===== src/common/calc_macros.svh =====
// ========================================
// Calculator back end parameters
// Datapath and register index widths,
// completion stage count, writeback stage
// ========================================

`ifndef CALC_MACROS_SVH
`define CALC_MACROS_SVH

// Datapath widths
`define CALC_DATA_W 32
`define CALC_REG_ADDR_W 5

// Completion pipe depth, one forwarding slot per stage
`define CALC_STAGES 3

// Stage whose next-state value feeds the writeback register
`define CALC_WB_STAGE 2

`endif

===== src/common/calc_isa_pkg.sv =====
// ========================================
// ISA level types
// Data word, register index and the
// operation encoding
// ========================================

`include "calc_macros.svh"

package calc_isa_pkg;

  // Architectural data word
  typedef logic [`CALC_DATA_W-1:0] calc_data_t;

  // Register file index, register 0 reads as zero
  typedef logic [`CALC_REG_ADDR_W-1:0] calc_reg_addr_t;

  // Operations, shifts use the low 5 bits of the second operand
  typedef enum logic [3:0]
  {
    OP_ADD = 4'd0,
    OP_SUB = 4'd1,
    OP_AND = 4'd2,
    OP_OR  = 4'd3,
    OP_XOR = 4'd4,
    OP_SLT = 4'd5,
    OP_SLL = 4'd6,
    OP_SRL = 4'd7,
    OP_MUL = 4'd8
  } calc_op_e;

endpackage


===== src/common/calc_pipe_pkg.sv =====
// ========================================
// Pipeline packet types
// Dispatch packet, stage info, forwarding
// slot and writeback packet
// ========================================

package calc_pipe_pkg;

  // Dispatched instruction with register file operands
  typedef struct packed
  {
    logic                         valid;
    calc_isa_pkg::calc_op_e       op;
    logic                         use_imm;
    calc_isa_pkg::calc_reg_addr_t rs1_addr;
    calc_isa_pkg::calc_reg_addr_t rs2_addr;
    calc_isa_pkg::calc_reg_addr_t rd_addr;
    calc_isa_pkg::calc_data_t     rs1;
    calc_isa_pkg::calc_data_t     rs2;
    calc_isa_pkg::calc_data_t     imm;
    logic                         rd_w_v;
  } calc_dispatch_s;

  // Control info carried down the completion pipe
  typedef struct packed
  {
    logic                         valid;
    logic                         int_v;
    logic                         mul_v;
    logic                         rd_w_v;
    calc_isa_pkg::calc_reg_addr_t rd_addr;
  } calc_stage_info_s;

  // One forwarding slot, rd_v already qualified
  typedef struct packed
  {
    logic                         rd_v;
    calc_isa_pkg::calc_reg_addr_t rd_addr;
    calc_isa_pkg::calc_data_t     rd_data;
  } calc_fwd_s;

  // Register file write port
  typedef struct packed
  {
    logic                         rd_w_v;
    calc_isa_pkg::calc_reg_addr_t rd_addr;
    calc_isa_pkg::calc_data_t     rd_data;
  } calc_wb_s;

endpackage


===== src/verilog/calc_top.sv =====
// ========================================
// Calculator back end top level
// Issue, integer and multiply pipes,
// completion pipe
// ========================================

`timescale 1ns/10ps

`include "calc_macros.svh"

module calc_top
(
  input  logic                          clk_i,
  input  logic                          arst_n_i,
  input  calc_pipe_pkg::calc_dispatch_s dispatch_i,
  input  logic                          flush_i,
  output calc_pipe_pkg::calc_wb_s       wb_o
);

  calc_pipe_pkg::calc_dispatch_s                   res;
  calc_pipe_pkg::calc_stage_info_s                 isd;
  calc_pipe_pkg::calc_fwd_s    [`CALC_STAGES-1:0] fwd;
  calc_isa_pkg::calc_data_t                        int_data;
  calc_isa_pkg::calc_data_t                        mul_data;

  calc_issue u_issue
  (
    .clk_i      (clk_i),
    .arst_n_i   (arst_n_i),
    .dispatch_i (dispatch_i),
    .fwd_i      (fwd),
    .res_o      (res),
    .isd_o      (isd)
  );

  // 1 cycle pipe
  calc_alu u_alu
  (
    .res_i      (res),
    .int_data_o (int_data)
  );

  // 2 cycle pipe
  calc_mul u_mul
  (
    .clk_i      (clk_i),
    .arst_n_i   (arst_n_i),
    .res_i      (res),
    .mul_data_o (mul_data)
  );

  calc_completion u_completion
  (
    .clk_i      (clk_i),
    .arst_n_i   (arst_n_i),
    .isd_i      (isd),
    .int_data_i (int_data),
    .mul_data_i (mul_data),
    .flush_i    (flush_i),
    .fwd_o      (fwd),
    .wb_o       (wb_o)
  );

endmodule


===== src/verilog/calc_completion.sv =====
// ========================================
// Completion pipe
// Stage info, poison and result shifting,
// forwarding slots and writeback register
// ========================================

`timescale 1ns/10ps

`include "calc_macros.svh"

module calc_completion
(
  input  logic                                        clk_i,
  input  logic                                        arst_n_i,
  input  calc_pipe_pkg::calc_stage_info_s             isd_i,
  input  calc_isa_pkg::calc_data_t                    int_data_i,
  input  calc_isa_pkg::calc_data_t                    mul_data_i,
  input  logic                                        flush_i,
  output calc_pipe_pkg::calc_fwd_s [`CALC_STAGES-1:0] fwd_o,
  output calc_pipe_pkg::calc_wb_s                     wb_o
);

  // Stage where the product becomes available
  localparam int MUL_STAGE = 1;

  calc_pipe_pkg::calc_stage_info_s [`CALC_STAGES-1:0]   info_r;
  logic                            [`CALC_STAGES-1:0]   poison_r;
  logic                            [`CALC_STAGES-1:0]   poison_n;
  logic                            [`CALC_STAGES-1:0]   kill;
  calc_isa_pkg::calc_data_t        [`CALC_STAGES-1:0]   data_n;
  calc_isa_pkg::calc_data_t        [`CALC_WB_STAGE-1:0] data_r;
  calc_pipe_pkg::calc_wb_s                              wb_n;
  calc_pipe_pkg::calc_wb_s                              wb_r;

  // Flush poisons everything still upstream of writeback
  always_comb
  begin
    poison_n[0] = flush_i;
    for (int k = 1; k < `CALC_STAGES; k++)
    begin
      poison_n[k] = poison_r[k-1] | flush_i;
    end
    for (int k = 0; k < `CALC_STAGES; k++)
    begin
      kill[k] = poison_r[k] | (flush_i && (k < `CALC_WB_STAGE));
    end
  end

  // Result mux per stage
  always_comb
  begin
    data_n[0] = int_data_i;
    data_n[MUL_STAGE] = info_r[MUL_STAGE].mul_v ? mul_data_i : data_r[MUL_STAGE-1];
    for (int k = MUL_STAGE + 1; k < `CALC_STAGES; k++)
    begin
      data_n[k] = data_r[k-1];
    end
  end

  // Forwarding slots are the next-state values of each stage
  always_comb
  begin
    for (int k = 0; k < `CALC_STAGES; k++)
    begin
      fwd_o[k].rd_v    = info_r[k].valid && info_r[k].rd_w_v && !kill[k]
                         && !((k < MUL_STAGE) && info_r[k].mul_v);
      fwd_o[k].rd_addr = info_r[k].rd_addr;
      fwd_o[k].rd_data = data_n[k];
    end
  end

  // Writeback takes the last slot as is
  always_comb
  begin
    wb_n.rd_w_v  = fwd_o[`CALC_WB_STAGE].rd_v;
    wb_n.rd_addr = fwd_o[`CALC_WB_STAGE].rd_addr;
    wb_n.rd_data = fwd_o[`CALC_WB_STAGE].rd_data;
  end

  always_ff @(posedge clk_i or negedge arst_n_i)
  begin
    if (!arst_n_i)
    begin
      info_r   <= '0;
      poison_r <= '0;
      wb_r     <= '0;
    end
    else
    begin
      info_r   <= {info_r[`CALC_STAGES-2:0], isd_i};
      poison_r <= poison_n;
      wb_r     <= wb_n;
    end
  end

  always_ff @(posedge clk_i)
  begin
    data_r <= data_n[`CALC_WB_STAGE-1:0];
  end

  assign wb_o = wb_r;

  // Each item takes its result from exactly one pipe
  assert property (@(posedge clk_i) disable iff (!arst_n_i)
    (info_r[MUL_STAGE].valid && info_r[MUL_STAGE].mul_v)
    |-> !$past(info_r[MUL_STAGE-1].int_v));

endmodule


===== src/verilog/calc_issue.sv =====
// ========================================
// Input side of the calculator
// Operand forwarding, reservation register
// and stage info for the completion pipe
// ========================================

`timescale 1ns/10ps

`include "calc_macros.svh"

module calc_issue
(
  input  logic                                        clk_i,
  input  logic                                        arst_n_i,
  input  calc_pipe_pkg::calc_dispatch_s               dispatch_i,
  input  calc_pipe_pkg::calc_fwd_s [`CALC_STAGES-1:0] fwd_i,
  output calc_pipe_pkg::calc_dispatch_s               res_o,
  output calc_pipe_pkg::calc_stage_info_s             isd_o
);

  calc_pipe_pkg::calc_dispatch_s res_n;
  calc_pipe_pkg::calc_dispatch_s res_r;

  // Walk oldest to youngest so the youngest hit wins
  function automatic calc_isa_pkg::calc_data_t fwd_operand
  (
    input calc_isa_pkg::calc_reg_addr_t               addr,
    input calc_isa_pkg::calc_data_t                   data,
    input calc_pipe_pkg::calc_fwd_s [`CALC_STAGES-1:0] fwd
  );
    calc_isa_pkg::calc_data_t result;
    result = data;
    for (int i = `CALC_STAGES-1; i >= 0; i--)
    begin
      if (fwd[i].rd_v && (fwd[i].rd_addr == addr) && (addr != '0))
      begin
        result = fwd[i].rd_data;
      end
    end
    return result;
  endfunction

  always_comb
  begin
    res_n     = dispatch_i;
    res_n.rs1 = fwd_operand(dispatch_i.rs1_addr, dispatch_i.rs1, fwd_i);
    res_n.rs2 = fwd_operand(dispatch_i.rs2_addr, dispatch_i.rs2, fwd_i);
  end

  // Control bits for the completion pipe, enters stage 0 with the packet
  always_comb
  begin
    isd_o.valid   = dispatch_i.valid;
    isd_o.int_v   = dispatch_i.valid && (dispatch_i.op != calc_isa_pkg::OP_MUL);
    isd_o.mul_v   = dispatch_i.valid && (dispatch_i.op == calc_isa_pkg::OP_MUL);
    isd_o.rd_w_v  = dispatch_i.valid && dispatch_i.rd_w_v;
    isd_o.rd_addr = dispatch_i.rd_addr;
  end

  always_ff @(posedge clk_i or negedge arst_n_i)
  begin
    if (!arst_n_i)
    begin
      res_r <= '0;
    end
    else
    begin
      res_r <= res_n;
    end
  end

  assign res_o = res_r;

  // Product of last cycle's multiply is not forwardable yet
  assert property (@(posedge clk_i) disable iff (!arst_n_i)
    (dispatch_i.valid && res_r.valid && (res_r.op == calc_isa_pkg::OP_MUL)
     && res_r.rd_w_v && (res_r.rd_addr != '0))
    |-> (dispatch_i.rs1_addr != res_r.rd_addr));

endmodule


===== src/exec/calc_mul.sv =====
// ========================================
// Multiply pipe, two cycle latency
// Low word of rs1 times operand b
// ========================================

`timescale 1ns/10ps

module calc_mul
(
  input  logic                          clk_i,
  input  logic                          arst_n_i,
  input  calc_pipe_pkg::calc_dispatch_s res_i,
  output calc_isa_pkg::calc_data_t      mul_data_o
);

  calc_isa_pkg::calc_data_t op_b;
  calc_isa_pkg::calc_data_t product;

  assign op_b    = res_i.use_imm ? res_i.imm : res_i.rs2;
  // Only the low word is kept
  assign product = res_i.rs1 * op_b;

  // Second cycle of latency, hold when idle
  always_ff @(posedge clk_i or negedge arst_n_i)
  begin
    if (!arst_n_i)
    begin
      mul_data_o <= '0;
    end
    else if (res_i.valid)
    begin
      mul_data_o <= product;
    end
  end

endmodule


===== src/exec/calc_alu.sv =====
// ========================================
// Integer pipe, single cycle
// Add, sub, logic, compare and shifts
// ========================================

`timescale 1ns/10ps

module calc_alu
(
  input  calc_pipe_pkg::calc_dispatch_s res_i,
  output calc_isa_pkg::calc_data_t      int_data_o
);

  calc_isa_pkg::calc_data_t op_b;
  logic [4:0]               shamt;
  logic                     slt;

  // Second operand is either the immediate or rs2
  assign op_b  = res_i.use_imm ? res_i.imm : res_i.rs2;
  assign shamt = op_b[4:0];
  assign slt   = $signed(res_i.rs1) < $signed(op_b);

  always_comb
  begin
    case (res_i.op)
      calc_isa_pkg::OP_ADD: int_data_o = res_i.rs1 + op_b;
      calc_isa_pkg::OP_SUB: int_data_o = res_i.rs1 - op_b;
      calc_isa_pkg::OP_AND: int_data_o = res_i.rs1 & op_b;
      calc_isa_pkg::OP_OR:  int_data_o = res_i.rs1 | op_b;
      calc_isa_pkg::OP_XOR: int_data_o = res_i.rs1 ^ op_b;
      calc_isa_pkg::OP_SLT: int_data_o = calc_isa_pkg::calc_data_t'(slt);
      calc_isa_pkg::OP_SLL: int_data_o = res_i.rs1 << shamt;
      calc_isa_pkg::OP_SRL: int_data_o = res_i.rs1 >> shamt;
      // Multiply result comes from the mul pipe
      default:              int_data_o = '0;
    endcase
  end

endmodule


===== config.mk =====
export PLATFORM = sky130hd
export DESIGN_NAME = calc_top
export DESIGN_NICKNAME = d
export VERILOG_FILES = /design/src/common/calc_isa_pkg.sv /design/src/common/calc_pipe_pkg.sv /design/src/verilog/calc_top.sv /design/src/verilog/calc_completion.sv /design/src/verilog/calc_issue.sv /design/src/exec/calc_mul.sv /design/src/exec/calc_alu.sv
export VERILOG_INCLUDE_DIRS = /design/src /design/src/common
export SDC_FILE = /design/constraint.sdc
export NUM_CORES = 2
export LEC_CHECK = 0
export BUFFER_PORTS_ARGS = -buffer_cell sky130_fd_sc_hd__buf_2
export CAP_MARGIN = 20
export CELL_PAD_IN_SITES_DETAIL_PLACEMENT = 0
export CELL_PAD_IN_SITES_GLOBAL_PLACEMENT = 1
export CORE_UTILIZATION = 40
export DETAILED_ROUTE_END_ITERATION = 6
export PLACE_DENSITY = 0.72
export SLEW_MARGIN = 20
export SYNTH_ARGS = -nofsm -noshare
export SYNTH_HDL_FRONTEND = slang
export SYNTH_SLANG_ARGS = --single-unit

===== constraint.sdc =====
create_clock -name clk_i -period 9.55 [get_ports clk_i]
set_input_delay 0.4775 -clock clk_i [delete_from_list [all_inputs] [get_ports clk_i]]
set_output_delay 0.4775 -clock clk_i [all_outputs]
set_load 0.005 [all_outputs]

==> qor.yml <==
yosys:
  synthesis.instances: 3680
  syn_area_um2: 32600
  synthDistinctLibCells: 83
  synth_edf_count: 0
  synth_seq_cells: 261
  synthArstFlopShare_pct: 75.5
  synth-seq-area-share_pct: 19.0
  synthFlopType: "dfrtp_1"
  synth_fp_nets: 4431
  yosysWarnings: 0
  synth_area_per_cell_um2: 8.87
timing:
  finalClockSkew_ns: 0.0247
  fin_tns_setup_ns: 0
  fmax_mhz: 112
  slew_viol_final: 0
  worst_pin_slew_ns: 1.15
  slew_headroom_pct: 21.9
  hold_viol_final: 0
  grt_setup_unrepaired: "no"
  fin_crit_ns: 8.92
  period_share_pct: 93.4
  setup_viol_count_final: 0
cts:
  cts_buffers: 25
  post_cts_buffers: 0
  clkTransAtPathRegs_ns: 0.08
  worstSkewPairLatency_ns: 0.58
  cts-root-buf: "clkbuf_16"
  clockBufferDepth: 3
  clock-sinks: 261
  cts_resized: 0
  cts_tree: "done"
  cts_max_level: 1
  hold_buffers: 9
routing:
  ant_nets: 0
  viasPerCell: 5.80
  vias: 28100
  drt_first_iter_violations: 2709
  drc: 0
  dr.pass1.iters: 7
  wl_um: 134000
  wire_per_inst_um: 27.5
critical_path:
  slowest_stage: "dfrtp_2"
  r2r-start: "u_issue.res_o[112]"
  cp.arrival_ns: 9.39
  crit_path_frequent_cell: "fa_1"
  crit_fanout: 33
  critPathTopFamily: "adder cells"
  path_class: "reg2reg"
  critPathRequiredTime_ns: 10.02
  end_kind: "flop"
  critical_path.startpoint_type: "flop"
  cp-startpoint: "u_issue.res_o[112]"
  max_stage_delay_ns: 0.82
  cp_num_buf_inv: 4
  crit_chain: "buf_4 -> mux2i_4 -> buf_4 -> nor2_1 -> fa_1 -> inv_1 -> fa_1 -> fa_1 -> fa_1 -> inv_1 -> fa_1 -> fa_1 -> fa_1 -> fa_1 -> ha_1 -> a21oi_1 -> o22ai_1 -> o41ai_1 -> a21oi_1 -> nand4_1 -> nand4b_1 -> xnor2_1 -> mux2_2"
placement:
  hpwlAfterDp_um: 104000
  portBuffers: 158
  gp_congestion: 1.06
layout:
  area_delta_synth_final_pct: 9.83
  nets: 4523
  multi_input_area_um2: 23800
  register_area_um2: 6210
  drive_gt1_share_pct: 12.3
  fill_cells: 8099
grt:
  grt_pass1_wl_um: 196000
  grt_max_degree: 88
  grt_pass1_vias: 28800
  antenna_found_initial: 5
  grt_overflow_total: 0
  grt_use_total_pct: 32.5
floorplanning:
  die_h_um: 288
  pin_count: 159
  core_region_area_um2: 80700
  fp-row-count: 104
  die_w_um: 288
  initial_core_util_pct: 40.4
  dieArea_um2: 82700
hold_path:
  min_from: "dispatch_i[101]"
  hold_path.class: "in2reg"
flow_run:
  maxCapViolCount: 0
outcome:
  status: "completed"
-- state kept, by name, indices dropped and copies added, names as in the netlist --
register               cells
u_completion.poison_r      3
u_mul.mul_data_o          32
u_completion.data_r       32
u_completion.fwd_o        47
u_issue.res_o            101
u_completion.wb_o         38
u_completion.info_r        8
-- final timing paths --
kind	to	slack (ns)	depth (start not counted)
max	u_mul.mul_data_o[31]	0.63	23
min	u_completion.fwd_o[36]	0.02	1
max reg2reg	u_mul.mul_data_o[31]	0.63	23
min reg2reg	u_completion.wb_o[17]	0.36	0
max in group asynchronous	u_issue.res_o[112]	7.75	3
min in group asynchronous	u_issue.res_o[95]	0.48	2
-- worst reg2reg max path, delay by kind of cell (launching register included) --
family	cells	cell delay (ns)
fa+ha+maj	9	4.37
buf+inv	4	1.12
compound gates	4	1.05
mux	2	0.93
flops	1	0.82
simple gates	3	0.39
xor+xnor	1	0.14
-- layer usage --
| metal | track usage, % | vias to the layer above | wire length [um] |
|---|---|---|---|
| met2 | 48.8 | 1460 | 57000 |
| met4 | 17.1 | 2 | 8720 |
| met5 | 0 | - | 8 |
| li1 | - | 12200 | - |
| met1 | 43.8 | 14100 | 55600 |
| met3 | 7.13 | 358 | 12300 |
-- cell type report --
cell class,count,area share (%)
inverters,507,5.32
multi-input cells,2700,66.4
well taps,1060,3.70
clock inverters,9,0.367
flip-flops and latches,261,17.3
diodes,1,0.00698
repair buffers,277,4.82
clock buffers,37,2.04
-- logic make-up after synthesis --
family	after synthesis	share of synthesized area, %
DFF	261	19.0
muxes	290	10.3
and+or+nand+nor	1055	13.4
adders and majority gates	630	33.6
buffers and inverters	719	8.49
xor gates and xnor gates	137	3.68
AOI/OAI and AO/OA	588	11.5
-- synthesized netlist by cell type, types with 12 or more instances --
master,instances,area [um^2]
a211oi_1,29,218
a21o_1,31,233
a21oi_1,123,616
a221o_1,12,120
a221oi_1,18,158
a22oi_1,16,120
a31oi_1,30,188
and3_1,14,87.6
buf_1,17,63.8
buf_2,22,110
clkbuf_1,166,623
dfrtp_1,197,4930
dfxtp_1,64,1280
fa_1,410,8210
ha_1,220,2750
inv_1,495,1860
mux2_2,79,890
mux2i_1,179,1790
mux4_2,22,495
nand2_1,409,1540
nand3_1,49,245
nand4_1,14,87.6
nor2_1,446,1670
nor2b_1,19,119
nor3_1,37,185
nor4_1,14,87.6
o211ai_1,15,113
o21ai_0,194,971
xnor2_1,107,937
xor2_1,30,263
-- cell usage in the layout, fill, tap and decap left out, types with 30 or more instances in the layout --
cell and instances:
xor2_1 30, dfrtp_1 196, inv_1 495, nand2_1 409, a21o_1 31, a21oi_1 123, mux2_2 79, nor2_1 446
nor3_1 35, a31oi_1 30, fa_1 410, ha_1 220, nand3_1 46, dfxtp_1 64, buf_4 109, mux2i_1 166
buf_2 157, xnor2_1 107, o21ai_0 194
-- per-stage QoR --
step | instances | cell area (um^2) | setup WS (ns) | hold slack (ns) | utilization (%)
after floorplan | 3680 | 32600 | 1.19 | 0.182 | -
after global placement | 4796 | 34900 | 0.681 | 0.349 | 43.2
after detailed placement | 4796 | 34900 | 0.656 | 0.352 | 43.2
after CTS | 4851 | 35800 | 0.656 | 0.000213 | 44.4
after global routing | 4851 | 35800 | 0.222 | 0.00128 | 44.4
final | 4852 | 35800 | 0.634 | 0.0170 | 44.4
Power is left out: the tool's default activity adds up to more than one toggle a clock period on the data nets, which glitch-free logic cannot reach.
